## config.mk

```make
export PLATFORM = sky130hd
export DESIGN_NAME = mfp_ejtag_reset
export DESIGN_NICKNAME = d
export VERILOG_FILES = /design/src/logic/mfp_ejtag_reset.sv
export VERILOG_INCLUDE_DIRS = /design/src /design/src/logic
export SDC_FILE = /design/constraint.sdc
export NUM_CORES = 1
export LEC_CHECK = 0
export BUFFER_PORTS_ARGS = -buffer_cell sky130_fd_sc_hd__clkbuf_2
export CAP_MARGIN = 20
export CORE_AREA = 2 2 39 41
export CTS_CLUSTER_SIZE = 10
export DETAILED_ROUTE_END_ITERATION = 10
export DIE_AREA = 0 0 41 43
export GPL_TIMING_DRIVEN = 0
export MAX_ROUTING_LAYER = met4
export SLEW_MARGIN = 30
export SYNTH_ARGS = -nofsm -noshare
export SYNTH_HDL_FRONTEND = slang
export SYNTH_SLANG_ARGS = --single-unit
```

## constraint.sdc

```tcl
create_clock -name hclk -period 2.35 [get_ports hclk]
set_clock_uncertainty 0.05 [all_clocks]
set_input_delay 0 -clock hclk [delete_from_list [all_inputs] [get_ports hclk]]
set_output_delay 0 -clock hclk [all_outputs]
set_load 0.005 [all_outputs]
```

## src/logic/mfp_macros.svh

```systemverilog
`ifndef MFP_MACROS_SVH
`define MFP_MACROS_SVH

// address map, haddr[31:28]
`define MFP_RAM_BASE        4'h0
`define MFP_GPIO_BASE       4'h1
`define MFP_UART_BASE       4'h2

// ram depth in words, as address bits
`define MFP_RAM_ADDR_WIDTH  10

// clock cycles per uart bit
`define MFP_UART_DIV        8

// debug reset pulse length in cycles
`define MFP_TRST_CYCLES     16

`endif

```

## src/logic/mfp_ejtag_reset.sv

```systemverilog
`default_nettype none
`include "mfp_macros.svh"

module mfp_ejtag_reset (
    input  logic hclk,
    input  logic rst_n,
    input  logic probe_n,
    output logic trst_n
);

    localparam int CW = $clog2(`MFP_TRST_CYCLES + 1);

    logic [CW-1:0] count;
    logic          done;

    // saturates at the pulse length
    always_ff @(posedge hclk or negedge rst_n) begin
        if (!rst_n) begin
            count <= '0;
        end else if (!done) begin
            count <= count + 1'b1;
        end
    end

    assign done   = (count == CW'(`MFP_TRST_CYCLES));
    assign trst_n = done & probe_n;

    // pulse never comes back until the next reset
    a_done_sticky: assert property (@(posedge hclk) disable iff (!rst_n)
        done |=> (done && trst_n == probe_n));

endmodule

`default_nettype wire

```

==> flow_summary.toml <==
[drt]
drc_errors = 0
ant_nets = 0
drtIter0Drc = 3
drt-pass1-iter-count = 4
wl_per_cell_um = 8.978
route.detailed.vias_per_inst = 3.800
route.vias.total = 171
totalWireLength_um = 404

[layout]
fin_area_um2 = 331.6
most_common_cell_after_layout_fill_and_taps_aside = "dfrtp_1"
biggestRegsByFlops = "count: 5 flops"
nets = 35
area.growth.synth_to_final_pct = 27.40
largest_reg_flops = 5
final_core_utilization_pct = 23.96
registers.top_by_ff_count = "count"
fraction_of_final_layout_cells_sized_beyond_drive_strength_1_pct = 34.48
fill_cells = 152
insertedDiodeCount = 0
most-common-layout-cells = "5 x dfrtp_1, 3 x xnor2_1, 3 x clkbuf_4, 3 x clkbuf_2"

[synth]
xor_and_xnor_area_share_after_synthesis_pct = 10.10
synth_adder_area_share_pct = 9.615
fraction_of_the_yosys_area_taken_by_sequential_cells_pct = 48.08
synth_top_cell_by_area = "dfrtp_1"
post_synth_and_or_nand_nor_area_fraction_pct = 21.63
synthesis.area_um2 = 260.3
syn-num-nets = 26
synthTopCellsByArea = "dfrtp_1 48%, xnor2_1 10%, ha_1 9.6%"
combinational_family_with_the_most_area_after_synthesis = "simple AND/OR/NAND/NOR gates"
synth_cells = 21
number_of_distinct_library_cells_after_synthesis = 11
yosys_warns = 0
synthMuxAreaShare_pct = 5.769
syn_avg_cell_area_um2 = 12.39
yosys_register_bits = 5
compound_gate_fraction_of_synth_area_pct = 1.923
synth_largest_type_area_fraction_pct = 48.08

[worst_setup_path]
worstSetupPathType = "register to primary output"
worst_ep_required_ps = 2300
crit_fanout = 4
cp.arrival_ps = 1410
end_kind = "primary output"
timing.critical_path.from_type = "register"

[global_routing]
number_of_global_route_vias_before_repair = 193
grt_use_total_pct = 7.113
antenna_violations_before_repair = 0
grt_first_pass_wirelength_um = 752
largest_net_degree_at_the_start_of_global_routing = 6
overflow = 0

[die]
placementRows = 14
design.core.area_um2 = 1384
floorplan.die.height_um = 43
pin_count = 4
die_area_um2 = 1763
initial_core_util_pct = 18.81
floorplan.die.width_um = 41

[power_and_ir_drop]
max-vdd-ir-drop_uv = 187.2
power-per-cell-area_nw_per_um2 = 584.5
p_leak_uw = 0.0001463

[sta]
worst_slew_pin_slew_ps = 152.3
timing.max_slew.rel_slack_pct = 89.85
layout_worst_path_cycle_share_pct = 61.93
slew_violations = 0
fin_tns_setup_ps = 0
timing_hold_violations_final = 0
unrepaired_setup_endpoints_after_global_routing = "false"
min_clock_period_post_route_ps = 1455
fmaxAchievable_ghz = 0.6871
timing.final.ws_setup_ps = 894.6
setup_viol_count_final = 0

[placed_design]
place_worst_setup_slack_ps = 985.7
routabilityCongestion = 0.7232
portBuffers = 3
postPlaceCellArea_um2 = 295.3
place.detailed.hpwl_um = 309

[status]
outcome = "finished clean"

[clock_network]
cts_post_setup_buffers_inserted = 0
number_of_buffers_inserted_during_clock_tree_synthesis = 3
clock-sinks = 5
tritoncts_clock_tree = "built"
htreeDepth = 1
clock_insertion_delay_worst_skew_ps = 240
clock_path_buffers = 2
clock-root-buffer = "clkbuf_4"
worst_setup_hold_path_clk_slew_ps = 40

[min_path]
hp-class = "primary input to asynchronous set/reset pin"

[flow_run]
drv.max_cap_violation_count = 0
## critical path: stages (launching register included)
cell	delay [ps]
dfrtp_1	400
inv_1	60
ha_1	200
and4bb_4	210
and2_2	180
clkbuf_2	110
## per-stage QoR
stage / power [uW] / hold slack, ps / instances
3_3_place_gp: 92.42 / -226.3 / 40
3_5_place_dp: 92.70 / -218.1 / 40
4_1_cts: 200.3 / 65.99 / 45
6_report: 193.8 / 60.87 / 45
2_1_floorplan: 88.64 / -345.6 / 21
5_1_grt: 208.1 / 63.14 / 45
## cells by family (layout without fill, tap and decap cells)
logic type,after synthesis,count (layout)
AND/OR/NAND/NOR,7,7
buffers and inverters,2,10
AO/OA/AOI/OAI,1,1
multiplexers,1,1
XOR/XNOR,3,3
adder cells (fa/ha/maj),2,2
flip-flops,5,5
## repair_timing
item | CTS | global route
gates resized for setup | 0 | 0
hold buffers | 1 | 0
endpoints found under the setup margin | 0 | 0
hold endpoints to repair | 5 | 0
## synth_stat cells
library cell / instances
nand3_1: 2
o21ai_0: 1
and2_2: 1
nand2b_1: 2
ha_1: 2
mux2_4: 1
and4bb_4: 1
and3b_2: 1
dfrtp_1: 5
inv_1: 2
xnor2_1: 3
## metal layers
metal	share of wire, %	vias to the layer above	global-route usage [%]
met5	0	-	-
met4	0	0	0
met3	12	0	9.424
met2	45	7	9.375
met1	43	79	6.796
li1	-	85	-
## final timing paths
path / start / endpoint / slack (ps) / cells after the start
setup / recovery: count[0] / trst_n / 890 / 5
hold / removal: rst_n / count[2] / 60 / 2
setup reg to reg: count[0] / count[1] / 980 / 4
hold reg to reg: count[4] / count[4] / 450 / 1
max in group asynchronous: rst_n / count[1] / 2050 / 2
min in group hclk: probe_n / trst_n / 230 / 3
## area by class of cell
cell class                      instances  area (um2)  share of cell area [%]
Inverter                                2       7.507                   2.264
Sequential cell                         5       125.1                   37.74
Multi-Input combinational cell         14       127.6                   38.49
Tap cell                               16       20.02                   6.038
Clock buffer                            4       26.28                   7.925
Timing Repair Buffer                    4       25.02                   7.547
## power by group
group	total [uW]	switching, uW	internal [uW]
logic	5.99	2.60	3.39
clock network	101	37.1	64.3
registers	86.4	0	86.4
total	194	39.7	154
Note: power is estimated with default switching activity, not from simulation.
