## config.mk

```make
export PLATFORM = sky130hd
export DESIGN_NAME = mfp_ahb_gpio
export DESIGN_NICKNAME = d
export VERILOG_FILES = /design/src/logic/mfp_macros.svh /design/src/logic/mfp_pkg.sv /design/src/logic/mfp_ahb_gpio.sv
export SDC_FILE = /design/constraint.sdc
export NUM_CORES = 1
export LEC_CHECK = 0
export ABC_AREA = 1
export BUFFER_PORTS_ARGS = -buffer_cell sky130_fd_sc_hd__buf_4
export CORE_MARGIN = 10
export CORE_UTILIZATION = 41
export CTS_BUF_LIST = sky130_fd_sc_hd__clkbuf_4 sky130_fd_sc_hd__clkbuf_8
export DETAILED_ROUTE_END_ITERATION = 12
export GPL_TIMING_DRIVEN = 0
export PLACE_DENSITY = 0.89
export SLEW_MARGIN = 10
export SYNTH_ARGS = -nofsm -noshare
export SYNTH_HDL_FRONTEND = slang
export SYNTH_SLANG_ARGS = --single-unit
```

## constraint.sdc

```tcl
create_clock -name hclk -period 3.37 [get_ports hclk]
set_input_delay 0.8425 -clock hclk [delete_from_list [all_inputs] [get_ports hclk]]
set_output_delay 0.8425 -clock hclk [all_outputs]
set_load 0.03 [all_outputs]
```

## src/logic/mfp_macros.svh

```systemverilog
`ifndef MFP_MACROS_SVH
`define MFP_MACROS_SVH

// address map, haddr[31:28]
`define MFP_RAM_BASE        4'h0
`define MFP_GPIO_BASE       4'h1
`define MFP_UART_BASE       4'h2

// ram depth in words, as address bits
`define MFP_RAM_ADDR_WIDTH  10

// clock cycles per uart bit
`define MFP_UART_DIV        8

// debug reset pulse length in cycles
`define MFP_TRST_CYCLES     16

`endif

```

## src/logic/mfp_pkg.sv

```systemverilog
`default_nettype none

package mfp_pkg;

    typedef enum logic [1:0] {
        HTRANS_IDLE   = 2'b00,
        HTRANS_BUSY   = 2'b01,
        HTRANS_NONSEQ = 2'b10,
        HTRANS_SEQ    = 2'b11
    } htrans_e;

    // one address phase plus the write data of its data phase
    typedef struct packed {
        logic [31:0] haddr;
        htrans_e     htrans;
        logic        hwrite;
        logic [31:0] hwdata;
    } ahb_req_t;

    typedef struct packed {
        logic [31:0] hrdata;
        logic        hreadyout;
        logic        hresp;
    } ahb_rsp_t;

    typedef enum logic [1:0] {
        SEL_RAM,
        SEL_GPIO,
        SEL_UART,
        SEL_NONE
    } slave_sel_e;

    typedef enum logic [1:0] {
        UART_IDLE,
        UART_START,
        UART_DATA,
        UART_STOP
    } uart_state_e;

endpackage

`default_nettype wire

```

## src/logic/mfp_ahb_gpio.sv

```systemverilog
`default_nettype none

module mfp_ahb_gpio (
    input  logic              hclk,
    input  logic              rst_n,
    input  logic              hsel,
    input  logic              hready,
    input  mfp_pkg::ahb_req_t req,
    input  logic [17:0]       io_switches,
    input  logic [4:0]        io_buttons,
    output mfp_pkg::ahb_rsp_t rsp,
    output logic [17:0]       io_red_leds,
    output logic [8:0]        io_green_leds
);

    import mfp_pkg::*;

    logic        dph_write;
    logic [1:0]  dph_reg;
    logic [31:0] rdata;

    always_ff @(posedge hclk or negedge rst_n) begin
        if (!rst_n) begin
            dph_write <= 1'b0;
            dph_reg   <= 2'd0;
        end else if (hready) begin
            dph_write <= hsel && req.hwrite &&
                         ((req.htrans == HTRANS_NONSEQ) || (req.htrans == HTRANS_SEQ));
            dph_reg   <= req.haddr[3:2];
        end
    end

    // offsets 8 and 12 are inputs only
    always_ff @(posedge hclk or negedge rst_n) begin
        if (!rst_n) begin
            io_red_leds   <= 18'b0;
            io_green_leds <= 9'b0;
        end else if (hready && dph_write) begin
            case (dph_reg)
                2'd0:    io_red_leds   <= req.hwdata[17:0];
                2'd1:    io_green_leds <= req.hwdata[8:0];
                default: ;
            endcase
        end
    end

    always_comb begin
        case (dph_reg)
            2'd0:    rdata = {14'b0, io_red_leds};
            2'd1:    rdata = {23'b0, io_green_leds};
            2'd2:    rdata = {14'b0, io_switches};
            default: rdata = {27'b0, io_buttons};
        endcase
    end

    assign rsp = '{hrdata: rdata, hreadyout: 1'b1, hresp: 1'b0};

endmodule

`default_nettype wire

```

==> flow_summary.yaml, run 1 <==
power_and_ir_drop:
  leakage_nw: 1.48
  powerDensity_nw_per_um2: 627
  ir_worst_vdd_uv: 389
grt:
  grt_pass1_wl_mm: 8.95
  overflow: 0
  grt_antenna_before_repair: 0
  grt_max_degree: 31
  grt_usage: 0.154
  grt_pass1_vias: 1857
critical_path:
  crit_family: "flip-flops"
  critPathBufInv: 2
  cp-start-kind: "flop"
  cp_data_required_time_ps: 2530
  path_cells: "nor2_4 > buf_2 > nand2_1 > nand3_1 > buf_4"
  endpoint_kind: "primary output"
  slowest_delay_ps: 440
  crit_type: "flop to primary output"
  crit_arrival_ps: 1580
  cp_max_fo: 10
  cp_slowest_cell: "dfrtp_1"
detailed_routing:
  route.detailed.drc: 0
  dr.pass1.iters: 4
  drt_iter0_markers: 57
  wl_per_cell_um: 14.1
  final_antenna_net_count: 0
  viasPerCell: 4.67
  drt_wl_total_mm: 5.44
  vias: 1797
cells_and_area:
  multi_input_area_sq_um: 751
  area_growth_pct: 54.4
  largest_reg_flops: 18
  layout.nets: 432
  fillers: 356
  seq_area_sq_um: 751
  layout-drive-gt1-share: 0.380
  num_antenna_cells: 0
floorplan:
  initial_core_util: 0.435
  fp.coreArea_sq_um: 3770
  die_h_um: 83.3
  row_count: 22
  io_pins: 155
  dieArea_sq_um: 6930
  dieWidth_um: 83.3
timing:
  worst_slack_ps: 950
  setup_viol: 0
  fin_setup_tns_ps: 0
  hold_viol: 0
  slew_violations: 0
  fin_crit_ps: 2420
  post-route-period-util: 0.718
  rsz0062_at_grt: "false"
  fin_hold_ws_ps: 489
  clock_skew_ps: 4.19
  fmax_mhz: 413
synthesis:
  ys_types: 15
  syn_area_per_cell_sq_um: 7.33
  syn_inst: 224
  ys_ff_latch: 30
  syn_area_sq_um: 1640
  yosysWarnings: 0
  synth_seq_area_share: 0.457
placed_design:
  place_congestion: 0.808
  place_worst_setup_slack_ps: 1220
  numPortBuffers: 93
  dp_hpwl_mm: 4.51
clock_network:
  cts_buffers: 5
  postCtsHoldBufs: 0
  root_buffer: "clkbuf_8"
  cts_tree: "yes"
  clk_latency_ps: 270
  clock-sinks: 30
  cts_buffer_depth: 2
  post_cts_buffers: 0
  clkTransAtPathRegs_ps: 60
  ctsResizeCount: 0
  htree_levels: 2
run_status:
  outcome: "completed"
flow_run:
  cap_violations: 0
hold_path:
  hp-class: "primary input to asynchronous set/reset pin"
==> worst register-to-register path: stages (launching register included) <==
cell,delay [ps]
dfrtp_1,410
inv_1,210
nand2_1,120
inv_1,180
nand2_2,170
nand2_1,100
nand2_1,50
==> cells by family (layout without fill, tap and decap cells) <==
| logic type | Yosys count | in the layout | synth area share |
|---|---|---|---|
| and+or+nand+nor | 159 | 159 | 0.412 |
| other | 2 | 16 | 0.00457 |
| buffers and inverters | 30 | 129 | 0.117 |
| DFF | 30 | 30 | 0.457 |
| AOI/OAI and AO/OA | 3 | 3 | 0.00914 |
==> synthesized netlist by cell type (all sizes together) <==
| cell | instances | area share |
|---|---|---|
| buf | 23 | 0.10 |
| clkbuf | 2 | 0.0046 |
| conb | 2 | 0.0046 |
| dfrtp | 30 | 0.46 |
| inv | 5 | 0.011 |
| nand2 | 113 | 0.26 |
| nand3 | 37 | 0.11 |
| nand4 | 6 | 0.023 |
| nor2 | 3 | 0.014 |
| o21ai | 3 | 0.0091 |
==> path summary, 6_finish.rpt <==
| path | start | endpoint | slack (ps) | depth (start not counted) |
|---|---|---|---|---|
| min in group hclk | io_red_leds[9] | io_red_leds[9] | 500 | 2 |
| max reg2reg | dph_reg[1] | io_green_leds[5] | 2010 | 6 |
| min | rst_n | dph_reg[0] | 490 | 1 |
| max in group asynchronous | rst_n | io_green_leds[5] | 2600 | 1 |
| max | dph_reg[0] | rsp[10] | 950 | 5 |
| min reg2reg | io_red_leds[9] | io_red_leds[9] | 500 | 2 |
==> through the flow <==
stage               total power [mW]  cell area [sq um]  instances  utilization
CTS                             1.61               2530        385        0.672
global route                    1.69               2530        385        0.672
finish                          1.59               2530        385        0.672
detailed placement              1.33               2450        379        0.650
floorplan                       1.01               1690        238            -
global placement                1.32               2450        379        0.650
==> area by class of cell <==
class / instances / share of cell area
flip-flops and latches: 30 / 0.296
repair buffers: 93 / 0.275
well taps: 48 / 0.0237
clock buffers: 6 / 0.0326
inverters: 5 / 0.00740
multi-input cells: 178 / 0.296
plain buffers: 25 / 0.0686
==> layout by cell type (no fill, tap or decap), drive strengths merged <==
cell type / synthesis / routed
buf: 23 / 116
nand2: 113 / 113
nand3: 37 / 37
dfrtp: 30 / 30
conb: 2 / 16
clkbuf: 2 / 8
nand4: 6 / 6
inv: 5 / 5
o21ai: 3 / 3
nor2: 3 / 3
==> per-layer routing <==
metal / vias to the layer above / global-route usage / share of wire
li1: 910 / - / -
met1: 801 / 0.172 / 0.39
met2: 78 / 0.268 / 0.50
met3: 8 / 0.0557 / 0.097
met4: 0 / 0.0385 / 0.014
met5: - / 0 / 0
==> power breakdown <==
part	switching, mW	internal (mW)	total [mW]
registers	0.0812	0.460	0.541
clock network	0.116	0.157	0.272
logic	0.492	0.285	0.776
total	0.688	0.901	1.59
Power figures use the tool's default switching activity.
==> inputs of run 2 (changes only) <==
--- a/config.mk
+++ b/config.mk
@@ -5,14 +5,14 @@
 export SDC_FILE = /design/constraint.sdc
 export NUM_CORES = 1
 export LEC_CHECK = 0
-export ABC_AREA = 1
+export ABC_AREA = 0
 export BUFFER_PORTS_ARGS = -buffer_cell sky130_fd_sc_hd__buf_4
 export CORE_MARGIN = 10
-export CORE_UTILIZATION = 41
+export CORE_UTILIZATION = 34
 export CTS_BUF_LIST = sky130_fd_sc_hd__clkbuf_4 sky130_fd_sc_hd__clkbuf_8
 export DETAILED_ROUTE_END_ITERATION = 12
 export GPL_TIMING_DRIVEN = 0
-export PLACE_DENSITY = 0.89
+export PLACE_DENSITY = 0.78
 export SLEW_MARGIN = 10
 export SYNTH_ARGS = -nofsm -noshare
 export SYNTH_HDL_FRONTEND = slang
==> constraint.sdc (replaced) <==
create_clock -name hclk -period 2.1 [get_ports hclk]
set_input_delay 0.525 -clock hclk [delete_from_list [all_inputs] [get_ports hclk]]
set_output_delay 0.525 -clock hclk [all_outputs]
set_load 0.03 [all_outputs]
==> flow_summary.yaml, run 2 <==
timing:
  slew_violations: 0
  setup_viol: 0
  fin_crit_ps: 2060
  post-route-period-util: 0.983
  clock_skew_ps: 4.27
  hold_viol: 0
  rsz0062_at_grt: "true"
  fmax_mhz: 484
critical_path:
  cp-start-kind: "flop"
  ff2ff_setup_slack_ps: 620
  rr_worst_depth: 4
  crit_type: "flop to primary output"
  setup.worst_path.end: "rsp[6]"
  cp_data_required_time_ps: 1570
  r2r_start: "dph_reg[0]"
  crit_arrival_ps: 1540
  endpoint_kind: "primary output"
  worstReg2RegEnd: "io_red_leds[14]"
  critPathLaunch: "dph_reg[0]"
  cp_max_fo: 4
placed_design:
  place_inst: 294
  dp_hpwl_mm: 3.92
  numPortBuffers: 93
  place_congestion: 0.656
  place_area_sq_um: 2490
cells_and_area:
  final_common_cell: "buf_4"
  finalInstanceArea_sq_um: 2640
  stdcell_count: 304
  layout-drive-gt1-share: 0.679
  fillers: 427
  area_growth_pct: 59.8
  layout.nets: 330
  final_cell_mix: "107 x buf_4, 29 x dfrtp_1, 19 x mux2_2"
  largest_reg_flops: 18
  num_antenna_cells: 0
hold_path:
  hp-class: "primary input to asynchronous set/reset pin"
floorplan:
  dieWidth_um: 89.8
  dieArea_sq_um: 8060
  die_h_um: 89.8
  row_count: 25
  fp.coreArea_sq_um: 4720
  io_pins: 155
  initial_core_util: 0.350
clock_network:
  clkTransAtPathRegs_ps: 60
  cts_buffers: 5
  postCtsHoldBufs: 0
  clk_latency_ps: 280
  htree_levels: 2
  cts_buffer_depth: 2
  cts_tree: "yes"
  root_buffer: "clkbuf_8"
  clock-sinks: 30
power_and_ir_drop:
  powerDensity_nw_per_um2: 1030
  ir_worst_vdd_uv: 562
  leakage_nw: 1.39
synthesis:
  yosys.area.top_type_share: 0.454
  synth-edff-count: 0
  syn_inst: 120
  ys_async_sr_fraction: 1.00
  ys_top_cells_by_count: "30 x dfrtp_1, 19 x mux2_2, 17 x buf_4"
  yosys.area.top_type: "dfrtp_1"
  synth_most_common_cell: "dfrtp_1"
  yosys.area_share.simple: 0.0446
  syn_area_sq_um: 1650
  ys_ff_latch: 30
  synth_adder_area_share: 0
  synth_xor_area_frac: 0
  synth_seq_area_share: 0.454
  synth_top_family_by_area: "multiplexers"
  syn_area_per_cell_sq_um: 13.8
  synth.area.top_cells: "dfrtp_1 45%, mux2_2 13%, mux2_4 9.1%"
  synth_compound_area_frac: 0.0242
  synthMuxAreaShare: 0.369
  yosysWarnings: 0
  synth_ff_type: "dfrtp_1"
  ys_types: 20
detailed_routing:
  route.detailed.drc: 0
  met1_length_mm: 1.90
  highest_layer: "met4"
  viasPerCell: 4.36
  wl_met3_um: 497
  wl_met2_mm: 2.48
  vias: 1326
  dr.pass1.iters: 2
  final_antenna_net_count: 0
  drt_wl_total_mm: 4.90
  wl_per_cell_um: 16.1
  drt_iter0_markers: 52
grt:
  grt_max_degree: 31
  grt_antenna_before_repair: 0
  grt_pass1_vias: 1506
  overflow: 0
  grt_pass1_wl_mm: 7.98
  grt_usage: 0.122
run_status:
  outcome: "completed"
flow_run:
  cap_violations: 0
==> run 2: cell types whose count changed after synthesis, moves of 3 or more <==
cell / previous run / this run
nor2_1: 0 / 9
mux4_2: 0 / 4
nand3_1: 37 / 0
o2bb2ai_1: 0 / 4
mux2_2: 0 / 19
nand2_1: 111 / 0
inv_1: 4 / 1
mux2i_1: 0 / 13
nand4_1: 6 / 1
mux2_4: 0 / 10
==> run 2: cells by family after synthesis <==
kind of cell | after synthesis
other | 2
buffers and inverters | 23
DFF | 30
AOI/OAI and AO/OA | 5
muxes | 47
and+or+nand+nor | 13
==> run 2: area by class of cell <==
class	count	area, sq um	share of cell area
buffer	22	193	0.0729
clock inverter	1	5.00	0.00189
tap	67	83.8	0.0317
inverter	1	3.75	0.00142
clock buffer	7	90.1	0.0341
sequential	30	752	0.285
multi-input combinational	81	787	0.298
timing repair buffer	95	728	0.276
==> run 2: worst max-delay path, cell delays in order (launching register included) <==
cell     delay, ps
dfrtp_2        420
buf_4          130
mux4_1         530
buf_4          180
==> run 2: metal layers <==
layer,global-route usage,up-vias
met2,0.204,62
li1,-,631
met1,0.133,630
met5,0,-
met4,0.0243,0
met3,0.0657,3
==> run 2: report_power, final <==
part	internal (mW)	switching (mW)
Combinational	0.616	0.742
Clock	0.277	0.212
Sequential	0.743	0.128
Total	1.64	1.08
==> run 2: repair_timing <==
| action | 4_1_cts | 5_1_grt |
|---|---|---|
| buffers inserted | 0 | 2 |
| resized for setup | 8 | 6 |
| pin swaps | 0 | 0 |
| setup endpoints to repair | 17 | 14 |
| gates cloned | 0 | 0 |
==> run 2: worst min path at each step <==
stage,from,endpoint,slack [ps],cells after the start
floorplan,rst_n,dph_reg[0],230,0
global placement,rst_n,io_red_leds[2],480,1
detailed placement,rst_n,io_red_leds[2],490,1
CTS,rst_n,io_red_leds[2],180,1
global route,rst_n,io_red_leds[1],190,1
finish,rst_n,io_red_leds[3],160,1
==> run 2: metrics by stage <==
stage	setup TNS, ps	hold slack, ps	setup slack [ps]	power (mW)	util
2_1_floorplan	0	229	280	1.70	-
3_3_place_gp	0	480	116	2.20	0.527
3_5_place_dp	0	485	85.4	2.22	0.527
4_1_cts	0	179	8.22	2.73	0.552
5_1_grt	-49.7	185	-22.4	2.88	0.559
6_report	0	161	35.2	2.72	0.559
==> inputs of run 3 (changes only) <==
--- a/config.mk
+++ b/config.mk
@@ -7,6 +7,7 @@
 export LEC_CHECK = 0
 export ABC_AREA = 0
 export BUFFER_PORTS_ARGS = -buffer_cell sky130_fd_sc_hd__buf_4
+export CORE_ASPECT_RATIO = 0.6
 export CORE_MARGIN = 10
 export CORE_UTILIZATION = 34
 export CTS_BUF_LIST = sky130_fd_sc_hd__clkbuf_4 sky130_fd_sc_hd__clkbuf_8
==> flow_summary.yaml, run 3 (same netlist as run 2, synthesis figures left out) <==
floorplan:
  row_count: 19
  dieArea_sq_um: 8150
  io_pins: 155
  die_h_um: 74.0
  dieWidth_um: 110
  fp.coreArea_sq_um: 4640
  initial_core_util: 0.357
detailed_routing:
  drt_iter0_markers: 25
  met1_length_mm: 1.97
  viasPerCell: 4.44
  wl_met3_um: 689
  wl_per_cell_um: 16.7
  wl_met2_mm: 2.37
  dr.pass1.iters: 3
  route.detailed.drc: 0
  highest_layer: "met3"
  vias: 1335
  drt_wl_total_mm: 5.03
  final_antenna_net_count: 0
placed_design:
  place_congestion: 0.734
  place_worst_setup_slack_ps: 83.2
  dp_hpwl_mm: 4.12
  place_area_sq_um: 2480
  numPortBuffers: 93
critical_path:
  critPathBufInv: 2
  endpoint_kind: "primary output"
  ff2ff_setup_slack_ps: 520
  worstReg2RegEnd: "io_red_leds[2]"
  cp_data_required_time_ps: 1570
  crit_family: "multiplexers"
  cp_slowest_cell: "mux4_2"
  crit_type: "flop to primary output"
  crit_arrival_ps: 1490
  cp-start-kind: "flop"
  slowest_delay_ps: 500
  path_cells: "buf_6 > mux4_2 > buf_4"
  rr_worst_depth: 5
  cp_max_fo: 9
  r2r_start: "dph_reg[0]"
power_and_ir_drop:
  ir_worst_vdd_uv: 561
  powerDensity_nw_per_um2: 1020
  leakage_nw: 1.39
  p_total_mw: 2.67
timing:
  worst_slack_ps: 82.3
  clock_skew_ps: 2.82
  setup_viol: 0
  slew_violations: 0
  fin_crit_ps: 2020
  post-route-period-util: 0.961
  fmax_mhz: 496
  hold_viol: 0
grt:
  grt_max_degree: 31
  grt_pass1_vias: 1449
  grt_usage: 0.120
  grt_pass1_wl_mm: 7.62
  overflow: 0
  grt_antenna_before_repair: 0
clock_network:
  clkTransAtPathRegs_ps: 60
  cts_tree: "yes"
  cts_buffers: 5
  clk_latency_ps: 270
  clock-sinks: 30
  root_buffer: "clkbuf_8"
  postCtsHoldBufs: 0
  cts_buffer_depth: 2
  htree_levels: 2
cells_and_area:
  final_cell_mix: "113 x buf_4, 30 x dfrtp_1, 19 x mux2_2"
  layout-drive-gt1-share: 0.676
  largest_reg_flops: 18
  num_antenna_cells: 0
  fillers: 411
  area_growth_pct: 58.9
  post-route-util: 0.567
  final_common_cell: "buf_4"
  layout.nets: 333
  finalInstanceArea_sq_um: 2630
hold_path:
  hp-class: "primary input to asynchronous set/reset pin"
flow_run:
  cap_violations: 0
run_status:
  outcome: "completed"
-- run 3: metrics by stage --
stage / TNS, ps / hold WS [ps] / cells
finish: 0 / 173 / 301
floorplan: 0 / 229 / 134
CTS: 0 / 186 / 298
global route: -4.89 / 197 / 301
global placement: 0 / 476 / 290
detailed placement: 0 / 480 / 290
-- run 3: area by class of cell --
type / count / area (sq um) / area share
Timing Repair Buffer: 98 / 739 / 0.281
Tap cell: 63 / 78.8 / 0.0300
Clock buffer: 6 / 82.6 / 0.0314
Multi-Input combinational cell: 81 / 787 / 0.300
Buffer: 22 / 185 / 0.0705
Sequential cell: 30 / 751 / 0.286
Inverter: 1 / 3.75 / 0.00143
-- run 3: worst reg2reg max path, delay by kind of cell, from the launching register on --
kind / cells / cell delay (ps)
buf+inv: 3 / 480
flops: 1 / 400
mux: 1 / 310
simple gates: 1 / 270
-- run 3: power by group --
part / internal, mW / switching [mW] / leakage, nW
Sequential: 0.743 / 0.130 / 0.378
Clock: 0.252 / 0.190 / 0.0431
Combinational: 0.611 / 0.743 / 0.970
Total: 1.61 / 1.06 / 1.39
-- run 3: how the worst max path moves through the flow --
stage / cells after the start / to / from
finish: 3 / rsp[5] / dph_reg[0]
global route: 5 / rsp[15] / dph_reg[1]
CTS: 5 / rsp[18] / dph_reg[1]
detailed placement: 4 / rsp[9] / dph_reg[0]
global placement: 4 / rsp[11] / dph_reg[0]
floorplan: 3 / rsp[9] / dph_reg[0]
-- run 3: what timing repair did --
| action | CTS | global route |
|---|---|---|
| setup endpoints to repair | 17 | 13 |
| resized for setup | 6 | 2 |
| hold endpoints to repair | 0 | 0 |
| setup buffers | 2 | 3 |
-- run 3: metal layers --
layer,vias to the layer above,track usage
met5,-,0
met4,0,0.0216
met3,0,0.0621
met2,61,0.200
met1,641,0.136
li1,633,-
