<file path="config.mk">
export PLATFORM = sky130hd
export DESIGN_NAME = mfp_ahb_decoder
export DESIGN_NICKNAME = d
export VERILOG_FILES = /design/src/logic/mfp_pkg.sv /design/src/logic/mfp_ahb_decoder.sv
export VERILOG_INCLUDE_DIRS = /design/src /design/src/logic
export SDC_FILE = /design/constraint.sdc
export NUM_CORES = 1
export LEC_CHECK = 0
export BUFFER_PORTS_ARGS = -buffer_cell sky130_fd_sc_hd__buf_4
export CAP_MARGIN = 10
export CORE_AREA = 2 2 80 82
export DETAILED_ROUTE_END_ITERATION = 8
export DIE_AREA = 0 0 82 84
export SKIP_CTS_REPAIR_TIMING = 1
export SYNTH_ARGS = -nofsm -noshare
export SYNTH_HDL_FRONTEND = slang
export SYNTH_SLANG_ARGS = --single-unit
</file>
<file path="constraint.sdc">
create_clock -name hclk -period 1.5 [get_ports hclk]
set_input_delay 0.15 -clock hclk [delete_from_list [all_inputs] [get_ports hclk]]
set_output_delay 0.15 -clock hclk [all_outputs]
set_load 0.02 [all_outputs]
</file>
<file path="src/logic/mfp_macros.svh">
`ifndef MFP_MACROS_SVH
`define MFP_MACROS_SVH

// address map, haddr[31:28]
`define MFP_RAM_BASE        4'h0
`define MFP_GPIO_BASE       4'h1
`define MFP_UART_BASE       4'h2

// ram depth in words, as address bits
`define MFP_RAM_ADDR_WIDTH  10

// clock cycles per uart bit
`define MFP_UART_DIV        8

// debug reset pulse length in cycles
`define MFP_TRST_CYCLES     16

`endif

</file>
<file path="src/logic/mfp_pkg.sv">
`default_nettype none

package mfp_pkg;

    typedef enum logic [1:0] {
        HTRANS_IDLE   = 2'b00,
        HTRANS_BUSY   = 2'b01,
        HTRANS_NONSEQ = 2'b10,
        HTRANS_SEQ    = 2'b11
    } htrans_e;

    // one address phase plus the write data of its data phase
    typedef struct packed {
        logic [31:0] haddr;
        htrans_e     htrans;
        logic        hwrite;
        logic [31:0] hwdata;
    } ahb_req_t;

    typedef struct packed {
        logic [31:0] hrdata;
        logic        hreadyout;
        logic        hresp;
    } ahb_rsp_t;

    typedef enum logic [1:0] {
        SEL_RAM,
        SEL_GPIO,
        SEL_UART,
        SEL_NONE
    } slave_sel_e;

    typedef enum logic [1:0] {
        UART_IDLE,
        UART_START,
        UART_DATA,
        UART_STOP
    } uart_state_e;

endpackage

`default_nettype wire

</file>
<file path="src/logic/mfp_ahb_decoder.sv">
`default_nettype none
`include "mfp_macros.svh"

module mfp_ahb_decoder (
    input  logic              hclk,
    input  logic              rst_n,
    input  mfp_pkg::ahb_req_t req,
    input  mfp_pkg::ahb_rsp_t rsp_ram,
    input  mfp_pkg::ahb_rsp_t rsp_gpio,
    input  mfp_pkg::ahb_rsp_t rsp_uart,
    output logic              hsel_ram,
    output logic              hsel_gpio,
    output logic              hsel_uart,
    output logic              hready,
    output mfp_pkg::ahb_rsp_t rsp
);

    import mfp_pkg::*;

    slave_sel_e addr_sel;
    slave_sel_e dph_sel;
    logic       active;
    logic       err_first;
    logic       err_second;
    ahb_rsp_t   rsp_err;

    assign active = (req.htrans == HTRANS_NONSEQ) || (req.htrans == HTRANS_SEQ);

    always_comb begin
        case (req.haddr[31:28])
            `MFP_RAM_BASE:  addr_sel = SEL_RAM;
            `MFP_GPIO_BASE: addr_sel = SEL_GPIO;
            `MFP_UART_BASE: addr_sel = SEL_UART;
            default:        addr_sel = SEL_NONE;
        endcase
    end

    assign hsel_ram  = (addr_sel == SEL_RAM);
    assign hsel_gpio = (addr_sel == SEL_GPIO);
    assign hsel_uart = (addr_sel == SEL_UART);

    // idle transfers select the default slave in the data phase
    always_ff @(posedge hclk or negedge rst_n) begin
        if (!rst_n) begin
            dph_sel <= SEL_NONE;
        end else if (hready) begin
            dph_sel <= active ? addr_sel : SEL_NONE;
        end
    end

    // two-cycle error response for unmapped transfers
    always_ff @(posedge hclk or negedge rst_n) begin
        if (!rst_n) begin
            err_first  <= 1'b0;
            err_second <= 1'b0;
        end else begin
            err_first  <= hready && active && (addr_sel == SEL_NONE);
            err_second <= err_first;
        end
    end

    assign rsp_err = '{hrdata: 32'b0, hreadyout: !err_first, hresp: err_first || err_second};

    always_comb begin
        case (dph_sel)
            SEL_RAM:  rsp = rsp_ram;
            SEL_GPIO: rsp = rsp_gpio;
            SEL_UART: rsp = rsp_uart;
            default:  rsp = rsp_err;
        endcase
    end

    assign hready = rsp.hreadyout;

    // error ends with hready high on the following edge
    a_err_two_cycle: assert property (@(posedge hclk) disable iff (!rst_n)
        err_first |=> (rsp.hresp && hready));

endmodule

`default_nettype wire

</file>
==> results of run 1 <==
[cells by family after synthesis]
kind of cell	Yosys count	share of synthesized area [%]
compound gates	35	19.9
flops	4	11.2
mux	35	41.8
simple gates	42	19.3
buf+inv	14	7.77
[synth_stat cells]
library cell	instances
a211o_1	1
a211oi_1	1
a31oi_1	1
and2_1	2
and3_1	1
buf_2	6
buf_4	1
buf_6	1
clkbuf_1	5
dfrtp_1	2
dfstp_2	2
inv_1	1
mux2_4	1
mux2i_1	32
mux4_1	1
mux4_2	1
nand2_1	33
nor2b_1	2
nor3_1	2
nor4_1	1
o21ai_0	32
or2_2	1
[stage by stage]
stage               power [uW]  std cells  area, um2  hold slack [ns]
floorplan                  466        130       1030           -0.146
global placement           850        350       2250          -0.0524
CTS                       1100        354       2300           -0.284
global route              1330        366       2770            0.116
detailed placement         856        350       2250          -0.0511
finish                    1260        366       2770            0.111
[area by class of cell]
type,count,area share [%]
well taps,77,3.48
inverters,1,0.136
multi-input cells,112,37.4
flip-flops and latches,4,3.71
clock buffers,4,1.63
repair buffers,168,53.6
[per-layer routing]
layer / vias to the layer above / wire length, um / global-route usage, %
met3: 4 / 584 / 3.57
met5: - / 0 / 0
li1: 784 / - / -
met2: 92 / 2590 / 22.3
met4: 0 / 34 / 2.42
met1: 719 / 1800 / 13.2
[state kept, by name, indices dropped and copies added (netlist names)]
name	cells
dph_sel	2
err_first	1
err_second	1
[how the worst max path moves through the flow]
| stage | from | to | slack (ns) | cells past startpoint |
|---|---|---|---|---|
| after global routing | dph_sel[0]$_DFFE_PN1P_ | rsp[15] | -0.33 | 7 |
| after detailed placement | dph_sel[0]$_DFFE_PN1P_ | rsp[2] | -0.06 | 6 |
| after CTS | dph_sel[0]$_DFFE_PN1P_ | rsp[2] | -0.29 | 6 |
| after global placement | dph_sel[0]$_DFFE_PN1P_ | dph_sel[1]$_DFFE_PN1P_ | -0.06 | 2 |
| final | dph_sel[0]$_DFFE_PN1P_ | rsp[1] | -0.29 | 3 |
| after floorplan | dph_sel[0]$_DFFE_PN1P_ | dph_sel[1]$_DFFE_PN1P_ | -0.13 | 3 |
[where the power goes]
group          switching (uW)  internal [uW]  total (uW)
Sequential               8.36            121         129
Clock                    56.1            182         238
Combinational             385            509         893
[cells in the final DEF (no fill, tap or decap), drive strengths merged]
cell         instances
mux2                 1
and3                 1
nor2b                2
nor3                 2
inv                  1
a211o                1
dfrtp                2
a211oi               1
nand2               33
dfstp                2
mux2i               32
or2                  1
o21ai               32
mux4                 2
clkbuf               5
a31oi                1
and2                 2
dlygate4sd3          1
buf                166
nor4                 1
==> flow_results.xml, run 1 <==
<?xml version="1.0" encoding="UTF-8"?>
<metrics>
  <group name="critical_path">
    <metric name="worst_path_dominant_cell_family" unit="">flip-flops</metric>
    <metric name="r2r_endpoint" unit="">dph_sel[1]$_DFFE_PN1P_</metric>
    <metric name="crit_buf_inv" unit="">2</metric>
    <metric name="critical_path.max_stage_delay" unit="ns">0.57</metric>
    <metric name="worstPathRequired" unit="ns">1.35</metric>
    <metric name="critPathArrivalTime" unit="ns">1.64</metric>
    <metric name="ff2ff_path_depth" unit="">4</metric>
    <metric name="timing_worst_setup_path_type" unit="">flop to output pin</metric>
    <metric name="critical_path.startpoint_type" unit="">flop</metric>
    <metric name="worstReg2RegStart" unit="">dph_sel[0]$_DFFE_PN1P_</metric>
    <metric name="worst_case_register_to_register_setup_slack" unit="ns">-0.29</metric>
    <metric name="critical-path-top-cell-by-count" unit="">buf_6</metric>
    <metric name="endpoint_kind" unit="">output pin</metric>
    <metric name="cp_slowest_cell" unit="">dfstp_2</metric>
    <metric name="path_cells" unit="">buf_6 &gt; mux4_2 &gt; buf_6</metric>
    <metric name="timing.critical_path.fanout_max" unit="">5</metric>
  </group>
  <group name="clock_tree">
    <metric name="numCtsBuffers" unit="">3</metric>
    <metric name="cts_root_buf" unit="">clkbuf_8</metric>
    <metric name="numClockSinks" unit="">4</metric>
    <metric name="depth_of_the_cts_h_tree" unit="">1</metric>
    <metric name="path_clk_slew" unit="ns">0.03</metric>
    <metric name="insertion_delay" unit="ns">0.22</metric>
    <metric name="clock_path_buffers" unit="">2</metric>
    <metric name="cts_tree" unit="">built</metric>
  </group>
  <group name="logic_synthesis">
    <metric name="ys_warn_count" unit="">0</metric>
    <metric name="synth_nets" unit="">301</metric>
    <metric name="synth_top_cell_by_area" unit="">mux2i_1</metric>
    <metric name="syn-mean-instance-area" unit="um2">7.06</metric>
    <metric name="post_synth_instance_area" unit="um2">918</metric>
    <metric name="postSynthCellCount" unit="">130</metric>
    <metric name="synth_seq_area_share" unit="%">11.2</metric>
    <metric name="synth_top_cell_area_share" unit="%">34.9</metric>
    <metric name="synthDistinctLibCells" unit="">22</metric>
    <metric name="yosys_register_bits" unit="">4</metric>
    <metric name="post_synth_main_area_contributors" unit="">mux2i_1 (35%), o21ai_0 (17%), nand2_1 (13%)</metric>
  </group>
  <group name="hold_path">
    <metric name="hold_path_class" unit="">input pin to flop</metric>
    <metric name="timing.hold.worst.start" unit="">req[34]</metric>
    <metric name="worst_hold_path.endpoint" unit="">dph_sel[0]$_DFFE_PN1P_</metric>
    <metric name="timing.hold.worst_path_depth" unit="">2</metric>
  </group>
  <group name="timing">
    <metric name="final-max-slew-violation-count" unit="">0</metric>
    <metric name="achievable-frequency" unit="MHz">559</metric>
    <metric name="final_critical_path_setup_slack" unit="ns">-0.288</metric>
    <metric name="setup-violations-final" unit="">37</metric>
    <metric name="final_period_minus_worst_setup_slack" unit="ns">1.79</metric>
    <metric name="setup-tns-final" unit="ns">-7.84</metric>
    <metric name="maxSlewHeadroom" unit="%">83.3</metric>
    <metric name="unrepaired_setup_endpoints_after_global_routing" unit="">yes</metric>
    <metric name="finalHoldViolCount" unit="">0</metric>
    <metric name="skew" unit="ns">0.00282</metric>
    <metric name="worst_slew_pin_slew" unit="ns">0.249</metric>
    <metric name="timing.final.crit_share" unit="%">119</metric>
  </group>
  <group name="route">
    <metric name="post-route-drc-count" unit="">0</metric>
    <metric name="drt_pre_antenna_iters" unit="">4</metric>
    <metric name="route.vias.total" unit="">1599</metric>
    <metric name="final_antenna_net_count" unit="">0</metric>
    <metric name="first_iter_violations" unit="">19</metric>
    <metric name="drt_wl_total" unit="um">5010</metric>
    <metric name="detail_route.vias_per_cell" unit="">4.37</metric>
    <metric name="avgRoutedWirePerCell" unit="um">13.7</metric>
  </group>
  <group name="cells_and_area">
    <metric name="areaGrowthSynthToFinish" unit="%">201</metric>
    <metric name="antenna_cells" unit="">0</metric>
    <metric name="layout.filler_cells" unit="">585</metric>
    <metric name="final_core_util" unit="%">45.4</metric>
    <metric name="final_nets" unit="">461</metric>
    <metric name="layout-drive-gt1-share" unit="%">83.4</metric>
    <metric name="seqCellArea" unit="um2">103</metric>
    <metric name="area_occupied_by_multi_input_gates" unit="um2">1030</metric>
  </group>
  <group name="global_routing">
    <metric name="number_of_global_route_vias_before_repair" unit="">1528</metric>
    <metric name="largest_net_degree_at_the_start_of_global_routing" unit="">19</metric>
    <metric name="grt_pass1_wl" unit="um">6800</metric>
    <metric name="grt_antenna_before_repair" unit="">0</metric>
    <metric name="global_route.usage.total" unit="%">12.0</metric>
    <metric name="globalRouteOverflowTotal" unit="">0</metric>
  </group>
  <group name="pwr">
    <metric name="power_leakage" unit="uW">0.00160</metric>
    <metric name="vdd_drop_max" unit="mV">0.456</metric>
    <metric name="power.density" unit="nW/um2">456</metric>
  </group>
  <group name="floorplanning">
    <metric name="fp.dieH" unit="um">84</metric>
    <metric name="horizontal_extent_of_the_die" unit="um">82</metric>
    <metric name="floorplan.initialDensity" unit="%">15.1</metric>
    <metric name="fp.dieArea" unit="um2">6890</metric>
    <metric name="core.rowCount" unit="">29</metric>
    <metric name="core_area" unit="um2">6100</metric>
    <metric name="ioPinCount" unit="">209</metric>
  </group>
  <group name="placement">
    <metric name="globalplace.congestion" unit="">0.705</metric>
    <metric name="port-buffer-count" unit="">146</metric>
    <metric name="pre_cts_ws" unit="ns">-0.0561</metric>
    <metric name="detailedPlacementHpwl" unit="um">3660</metric>
  </group>
  <group name="outcome">
    <metric name="failed_checks" unit="">setup timing</metric>
    <metric name="outcome" unit="">complete, but fails checks</metric>
  </group>
  <group name="run">
    <metric name="max-cap-violations" unit="">0</metric>
  </group>
</metrics>
(Power assumes the default switching activity.)
==> run 2, diff against run 1 <==
ABC_AREA = 1   (was default)
==> run 2 against run 1 <==
  * The flow still finishes with violations (setup timing)
  * Maximum frequency is 1.6% higher
  * Area after synthesis is 4.5% higher
  * Non-clock buffer count is 1 higher
  * Utilization fell by 1.1 points
  * Flip-flop and latch count is the same
  * First-iteration DRC count grew 89%
  * Hold slack better by 0.087 ns
  * Setup slack improved by 0.028 ns
  * Critical endpoint is now rsp[25]
  * Synthesized cell count up 40%
==> flow_results.xml, run 2 <==
<?xml version="1.0" encoding="UTF-8"?>
<metrics>
  <group name="logic_synthesis">
    <metric name="post_synth_instance_area" unit="um2">960</metric>
    <metric name="synth_edf_count" unit="">0</metric>
    <metric name="post_synth_main_area_contributors" unit="">nand2_1 (41%), nand3_1 (20%), buf_6 (9.4%)</metric>
    <metric name="synth_nets" unit="">353</metric>
    <metric name="ys_warn_count" unit="">0</metric>
    <metric name="synth_top_cell_by_area" unit="">nand2_1</metric>
    <metric name="most_numerous_cell_in_the_yosys_netlist" unit="">nand2_1</metric>
    <metric name="postSynthCellCount" unit="">182</metric>
    <metric name="synthDistinctLibCells" unit="">19</metric>
    <metric name="synth.top_cells.by_count" unit="">nand2_1 (106), nand3_1 (39), buf_6 (8)</metric>
    <metric name="yosys_register_bits" unit="">4</metric>
    <metric name="async_flop_share" unit="%">100</metric>
    <metric name="synth_top_cell_area_share" unit="%">41.5</metric>
    <metric name="synth_ff_type" unit="">dfstp_2</metric>
    <metric name="synth_seq_area_share" unit="%">10.7</metric>
    <metric name="syn-mean-instance-area" unit="um2">5.27</metric>
  </group>
  <group name="route">
    <metric name="post-route-drc-count" unit="">0</metric>
    <metric name="avgRoutedWirePerCell" unit="um">14.2</metric>
    <metric name="first_iter_violations" unit="">36</metric>
    <metric name="detail_route.vias_per_cell" unit="">4.40</metric>
    <metric name="drt_wl_total" unit="um">6000</metric>
    <metric name="final_antenna_net_count" unit="">0</metric>
    <metric name="route.vias.total" unit="">1855</metric>
    <metric name="drt_pre_antenna_iters" unit="">4</metric>
  </group>
  <group name="critical_path">
    <metric name="worstReg2RegStart" unit="">dph_sel[0]$_DFFE_PN1P_</metric>
    <metric name="worstPathRequired" unit="ns">1.35</metric>
    <metric name="worstSetupPathDepth" unit="">6</metric>
    <metric name="ff2ff_path_depth" unit="">7</metric>
    <metric name="timing_worst_setup_path_type" unit="">flop to output pin</metric>
    <metric name="worst_case_register_to_register_setup_slack" unit="ns">0.04</metric>
    <metric name="worst_path_dominant_cell_family" unit="">flip-flops</metric>
    <metric name="timing.critical_path.fanout_max" unit="">7</metric>
    <metric name="critPathArrivalTime" unit="ns">1.61</metric>
    <metric name="r2r_endpoint" unit="">dph_sel[0]$_DFFE_PN1P_</metric>
    <metric name="endpoint_kind" unit="">output pin</metric>
    <metric name="critical_path.startpoint_type" unit="">flop</metric>
    <metric name="cp_slowest_cell" unit="">dfstp_4</metric>
    <metric name="path_cells" unit="">inv_4 &gt; nor2_8 &gt; clkbuf_16 &gt; nand2_2 &gt; nand3_2 &gt; buf_6</metric>
    <metric name="critical_path.max_stage_delay" unit="ns">0.67</metric>
    <metric name="crit_buf_inv" unit="">3</metric>
  </group>
  <group name="outcome">
    <metric name="failed_checks" unit="">setup timing</metric>
    <metric name="outcome" unit="">complete, but fails checks</metric>
  </group>
  <group name="timing">
    <metric name="finalHoldViolCount" unit="">0</metric>
    <metric name="worst_slew_pin_slew" unit="ns">0.316</metric>
    <metric name="final-max-slew-violation-count" unit="">0</metric>
    <metric name="unrepaired_setup_endpoints_after_global_routing" unit="">yes</metric>
    <metric name="timing.final.crit_share" unit="%">117</metric>
    <metric name="maxSlewHeadroom" unit="%">78.9</metric>
    <metric name="final_critical_path_setup_slack" unit="ns">-0.259</metric>
    <metric name="setup-violations-final" unit="">35</metric>
    <metric name="skew" unit="ns">0.00242</metric>
    <metric name="final_period_minus_worst_setup_slack" unit="ns">1.76</metric>
    <metric name="achievable-frequency" unit="MHz">568</metric>
  </group>
  <group name="floorplanning">
    <metric name="core_area" unit="um2">6100</metric>
    <metric name="ioPinCount" unit="">209</metric>
    <metric name="core.rowCount" unit="">29</metric>
    <metric name="fp.dieArea" unit="um2">6890</metric>
    <metric name="fp.dieH" unit="um">84</metric>
    <metric name="horizontal_extent_of_the_die" unit="um">82</metric>
    <metric name="floorplan.initialDensity" unit="%">15.7</metric>
  </group>
  <group name="clock_tree">
    <metric name="numCtsBuffers" unit="">3</metric>
    <metric name="path_clk_slew" unit="ns">0.03</metric>
    <metric name="cts_root_buf" unit="">clkbuf_8</metric>
    <metric name="insertion_delay" unit="ns">0.22</metric>
    <metric name="depth_of_the_cts_h_tree" unit="">1</metric>
    <metric name="cts_tree" unit="">built</metric>
    <metric name="numClockSinks" unit="">4</metric>
    <metric name="clock_path_buffers" unit="">2</metric>
  </group>
  <group name="global_routing">
    <metric name="globalRouteOverflowTotal" unit="">0</metric>
    <metric name="grt_antenna_before_repair" unit="">0</metric>
    <metric name="grt_pass1_wl" unit="um">6910</metric>
    <metric name="largest_net_degree_at_the_start_of_global_routing" unit="">33</metric>
    <metric name="global_route.usage.total" unit="%">12.6</metric>
    <metric name="number_of_global_route_vias_before_repair" unit="">1569</metric>
  </group>
  <group name="cells_and_area">
    <metric name="antenna_cells" unit="">0</metric>
    <metric name="layout.cells.most_common_list" unit="">buf_4 (132), nand2_1 (80), buf_6 (30)</metric>
    <metric name="final_nets" unit="">517</metric>
    <metric name="areaGrowthSynthToFinish" unit="%">181</metric>
    <metric name="reg.largest.list" unit="">dph_sel (2), err_first (1), err_second (1)</metric>
    <metric name="layout-drive-gt1-share" unit="%">67.8</metric>
    <metric name="largest_register_ff_count" unit="">2</metric>
    <metric name="final_common_cell" unit="">buf_4</metric>
    <metric name="registers.top_by_ff_count" unit="">dph_sel</metric>
    <metric name="final-instance-count-excl-fill" unit="">422</metric>
  </group>
  <group name="placement">
    <metric name="globalplace.congestion" unit="">0.778</metric>
    <metric name="detailedPlacementHpwl" unit="um">3880</metric>
    <metric name="port-buffer-count" unit="">146</metric>
    <metric name="placed_cells_incl_taps" unit="">399</metric>
  </group>
  <group name="pwr">
    <metric name="power.density" unit="nW/um2">1850</metric>
    <metric name="power_leakage" unit="uW">0.00151</metric>
    <metric name="total_power_after_layout" unit="uW">4980</metric>
    <metric name="vdd_drop_max" unit="mV">0.880</metric>
  </group>
  <group name="run">
    <metric name="max-cap-violations" unit="">0</metric>
  </group>
  <group name="hold_path">
    <metric name="timing.hold.worst_path_depth" unit="">4</metric>
    <metric name="worst_hold_path.endpoint" unit="">dph_sel[0]$_DFFE_PN1P_</metric>
    <metric name="timing.hold.worst.start" unit="">req[34]</metric>
    <metric name="hold_path_class" unit="">input pin to flop</metric>
  </group>
</metrics>
run 2: changes by cell type in the layout (fill, tap and decap cells not counted), sizes merged, moves of 2 or more:
| cell | before | now |
|---|---|---|
| mux4 | 2 | 0 |
| o21ai | 32 | 1 |
| and2 | 2 | 0 |
| mux2i | 32 | 0 |
| nor2 | 0 | 8 |
| nand2 | 33 | 106 |
| nor2b | 2 | 0 |
| nand3 | 0 | 40 |
| inv | 1 | 7 |
run 2: report_power, final:
| part | switching (uW) | internal, uW |
|---|---|---|
| logic | 2310 | 2170 |
| registers | 68.7 | 187 |
| clock network | 63.0 | 182 |
run 2: worst max path at each step:
stage / to / slack (ns) / startpoint
2_1_floorplan: rsp[1] / 0.0006 / dph_sel[1]$_DFFE_PN1P_
3_5_place_dp: rsp[11] / -0.28 / dph_sel[1]$_DFFE_PN1P_
4_1_cts: rsp[11] / -0.52 / dph_sel[1]$_DFFE_PN1P_
5_1_grt: rsp[12] / -0.31 / dph_sel[0]$_DFFE_PN1P_
3_3_place_gp: rsp[11] / -0.25 / dph_sel[1]$_DFFE_PN1P_
6_report: rsp[25] / -0.26 / dph_sel[0]$_DFFE_PN1P_
run 2: worst register-to-register path, delay by kind of cell (launching register included):
family,cells,cell delay [ns]
AND/OR/NAND/NOR,5,0.41
flip-flops,1,0.67
buffers and inverters,2,0.32
run 2: cell families after synthesis:
kind of cell           after synthesis  share of synthesized area (%)
buffers and inverters               19                           15.3
AO/OA/AOI/OAI                        3                           1.69
flip-flops                           4                           10.7
AND/OR/NAND/NOR                    156                           72.4
run 2: cell type report:
cell class / count / area (um2)
tap: 77 / 96.3
multi-input combinational: 161 / 946
fill: 637 / 3400
sequential: 4 / 106
clock buffer: 4 / 45.0
timing repair buffer: 169 / 1470
inverter: 7 / 33.8
run 2: per-layer routing:
layer	share of wire, %	track usage [%]
met5	0	0
met4	0.73	2.88
met3	10	3.14
met2	47	20.6
met1	42	16.4
run 2: metrics by stage:
| stage | setup WS [ns] | setup TNS [ns] | instance area (um2) | hold slack (ns) | utilization [%] |
|---|---|---|---|---|---|
| after global placement | -0.246 | -5.15 | 2110 | -0.0527 | 34.6 |
| after floorplan | 0.000604 | 0 | 960 | -0.146 | - |
| after detailed placement | -0.280 | -6.75 | 2110 | -0.0527 | 34.6 |
| after CTS | -0.524 | -15.21 | 2150 | -0.287 | 35.3 |
| after global routing | -0.312 | -10.11 | 2700 | 0.219 | 44.2 |
| final | -0.259 | -7.98 | 2700 | 0.197 | 44.2 |
==> run 3, diff against run 2 <==
SKIP_CTS_REPAIR_TIMING = default   (was 1)
==> run 3 against run 2 <==
  * The flow still finishes with violations (setup timing)
  * Flip-flop and latch count unchanged
  * Design area up 3.6%
  * Die area unchanged
  * Sequential share of layout area down 0.14 points
  * First-iteration DRC count down 44%
  * Non-clock buffer count up 10
  * Final cell count up 2.4%
  * Clock skew about the same
  * Clock-buffer cell count unchanged
  * Total power up 6.3%
  * Largest cell class unchanged
  * Highest routed layer unchanged
==> flow_results.xml, run 3 (synthesis results as in run 2) <==
<?xml version="1.0" encoding="UTF-8"?>
<metrics>
  <group name="outcome">
    <metric name="outcome" unit="">complete, but fails checks</metric>
    <metric name="failed_checks" unit="">setup timing</metric>
  </group>
  <group name="critical_path">
    <metric name="path_cells" unit="">inv_6 &gt; nor2_8 &gt; buf_12 &gt; clkbuf_16 &gt; nand2_1 &gt; nand3_2 &gt; buf_6</metric>
    <metric name="cp_slowest_cell" unit="">dfstp_4</metric>
    <metric name="crit_buf_inv" unit="">4</metric>
    <metric name="timing_worst_setup_path_type" unit="">flop to output pin</metric>
    <metric name="critical_path.startpoint_type" unit="">flop</metric>
    <metric name="worst_path_dominant_cell_family" unit="">flip-flops</metric>
    <metric name="worstPathRequired" unit="ns">1.35</metric>
    <metric name="timing.critical_path.fanout_max" unit="">7</metric>
    <metric name="critPathArrivalTime" unit="ns">1.60</metric>
    <metric name="critical_path.max_stage_delay" unit="ns">0.65</metric>
    <metric name="endpoint_kind" unit="">output pin</metric>
  </group>
  <group name="placement">
    <metric name="globalplace.congestion" unit="">0.778</metric>
    <metric name="detailedPlacementHpwl" unit="um">3880</metric>
    <metric name="area_after_dpl" unit="um2">2110</metric>
    <metric name="port-buffer-count" unit="">146</metric>
  </group>
  <group name="timing">
    <metric name="skew" unit="ns">0.00220</metric>
    <metric name="achievable-frequency" unit="MHz">572</metric>
    <metric name="setup-tns-final" unit="ns">-6.62</metric>
    <metric name="worst_slew_pin_slew" unit="ns">0.284</metric>
    <metric name="unrepaired_setup_endpoints_after_global_routing" unit="">yes</metric>
    <metric name="maxSlewHeadroom" unit="%">81.0</metric>
    <metric name="setup-violations-final" unit="">35</metric>
    <metric name="final_critical_path_setup_slack" unit="ns">-0.249</metric>
    <metric name="finalHoldViolCount" unit="">0</metric>
    <metric name="timing.final.crit_share" unit="%">117</metric>
    <metric name="hold_ws" unit="ns">0.203</metric>
    <metric name="final-max-slew-violation-count" unit="">0</metric>
    <metric name="final_period_minus_worst_setup_slack" unit="ns">1.75</metric>
  </group>
  <group name="global_routing">
    <metric name="global_route.usage.total" unit="%">16.3</metric>
    <metric name="number_of_global_route_vias_before_repair" unit="">1856</metric>
    <metric name="grt_antenna_before_repair" unit="">0</metric>
    <metric name="largest_net_degree_at_the_start_of_global_routing" unit="">15</metric>
    <metric name="grt_pass1_wl" unit="um">8630</metric>
    <metric name="globalRouteOverflowTotal" unit="">0</metric>
  </group>
  <group name="clock_tree">
    <metric name="insertion_delay" unit="ns">0.22</metric>
    <metric name="cts_root_buf" unit="">clkbuf_8</metric>
    <metric name="numClockSinks" unit="">4</metric>
    <metric name="clock_path_buffers" unit="">2</metric>
    <metric name="depth_of_the_cts_h_tree" unit="">1</metric>
    <metric name="numCtsBuffers" unit="">3</metric>
    <metric name="path_clk_slew" unit="ns">0.03</metric>
    <metric name="cts_tree" unit="">built</metric>
  </group>
  <group name="cells_and_area">
    <metric name="layout-drive-gt1-share" unit="%">65.9</metric>
    <metric name="registers.top_by_ff_count" unit="">dph_sel</metric>
    <metric name="layout.cells.most_common_list" unit="">buf_4 (138), nand2_1 (83), buf_6 (30)</metric>
    <metric name="largest_register_ff_count" unit="">2</metric>
    <metric name="final_nets" unit="">527</metric>
    <metric name="final_common_cell" unit="">buf_4</metric>
    <metric name="final_core_util" unit="%">45.8</metric>
    <metric name="reg.largest.list" unit="">dph_sel (2), err_first (1), err_second (1)</metric>
    <metric name="antenna_cells" unit="">0</metric>
    <metric name="design_area" unit="um2">2790</metric>
    <metric name="areaGrowthSynthToFinish" unit="%">191</metric>
  </group>
  <group name="pwr">
    <metric name="power.density" unit="nW/um2">1900</metric>
    <metric name="total_power_after_layout" unit="uW">5300</metric>
    <metric name="vdd_drop_max" unit="mV">0.940</metric>
    <metric name="power_leakage" unit="uW">0.00154</metric>
  </group>
  <group name="route">
    <metric name="final_antenna_net_count" unit="">0</metric>
    <metric name="drt_pre_antenna_iters" unit="">4</metric>
    <metric name="route.vias.total" unit="">1904</metric>
    <metric name="avgRoutedWirePerCell" unit="um">14.2</metric>
    <metric name="detail_route.vias_per_cell" unit="">4.41</metric>
    <metric name="first_iter_violations" unit="">20</metric>
    <metric name="drt_wl_total" unit="um">6130</metric>
    <metric name="post-route-drc-count" unit="">0</metric>
  </group>
  <group name="floorplanning">
    <metric name="horizontal_extent_of_the_die" unit="um">82</metric>
    <metric name="floorplan.initialDensity" unit="%">15.7</metric>
    <metric name="fp.dieArea" unit="um2">6890</metric>
    <metric name="core.rowCount" unit="">29</metric>
    <metric name="fp.dieH" unit="um">84</metric>
    <metric name="ioPinCount" unit="">209</metric>
    <metric name="core_area" unit="um2">6100</metric>
  </group>
  <group name="run">
    <metric name="max-cap-violations" unit="">0</metric>
  </group>
  <group name="hold_path">
    <metric name="hold_path_class" unit="">input pin to flop</metric>
  </group>
</metrics>
-- run 3: changes by cell type in the layout (fill, tap and decap cells not counted), moves of 2 or more --
cell     change
nand3_1      +8
buf_16       +2
nand3_2      -7
nand2_2      -4
buf_4        +6
nand2_1      +3
buf_12       +3
-- run 3: per-stage QoR --
| step | cells | worst slack (ns) |
|---|---|---|
| 6_report | 432 | -0.249 |
| 5_1_grt | 432 | -0.311 |
| 4_1_cts | 429 | -0.231 |
| 3_5_place_dp | 399 | -0.280 |
| 3_3_place_gp | 399 | -0.246 |
| 2_1_floorplan | 182 | 0.000604 |
-- run 3: final timing paths --
kind	startpoint	to	slack, ns	depth (start not counted)
max in group asynchronous	rst_n	dph_sel[1]$_DFFE_PN1P_	1.03	2
min in group asynchronous	rst_n	err_second$_DFF_PN0_	0.28	2
max reg2reg	dph_sel[0]$_DFFE_PN1P_	dph_sel[0]$_DFFE_PN1P_	0.04	7
min	req[34]	err_first$_DFF_PN0_	0.20	3
max	dph_sel[0]$_DFFE_PN1P_	rsp[23]	-0.25	7
min reg2reg	err_first$_DFF_PN0_	err_second$_DFF_PN0_	0.37	0
-- run 3: cell type report --
type                            count  area (um2)
Clock buffer                        4        45.0
Sequential cell                     4         106
Timing Repair Buffer              179        1600
Inverter                            7        38.8
Fill cell                         625        3300
Tap cell                           77        96.3
Multi-Input combinational cell    161         902
-- run 3: worst min-delay path, stage by stage --
cell,delay [ns]
buf_4,0.12
nand3_1,0.07
a21oi_1,0.04
-- run 3: report_power, final --
| part | leakage (uW) | total, uW | internal (uW) | switching (uW) |
|---|---|---|---|---|
| clock network | 0.0000228 | 245 | 182 | 63.1 |
| logic | 0.00147 | 4810 | 2430 | 2390 |
| registers | 0.0000476 | 243 | 186 | 57.3 |
-- run 3: layer usage --
layer / routed length (um) / up-vias / share of wire [%] / track usage, %
li1: - / 930 / - / -
met1: 2570 / 857 / 42 / 21.1
met2: 2870 / 110 / 47 / 27.4
met3: 614 / 7 / 10 / 2.92
met4: 65 / 0 / 1.1 / 3.94
met5: 0 / - / 0 / 0
-- run 3: repair_timing --
| action | CTS | global route |
|---|---|---|
| hold buffers | 1 | 0 |
| resized for setup | 42 | 40 |
| hold endpoints to repair | 4 | 0 |
| setup endpoints to repair | 35 | 37 |
| pin swaps | 7 | 6 |
| setup buffers | 20 | 4 |
| cloned | 5 | 1 |
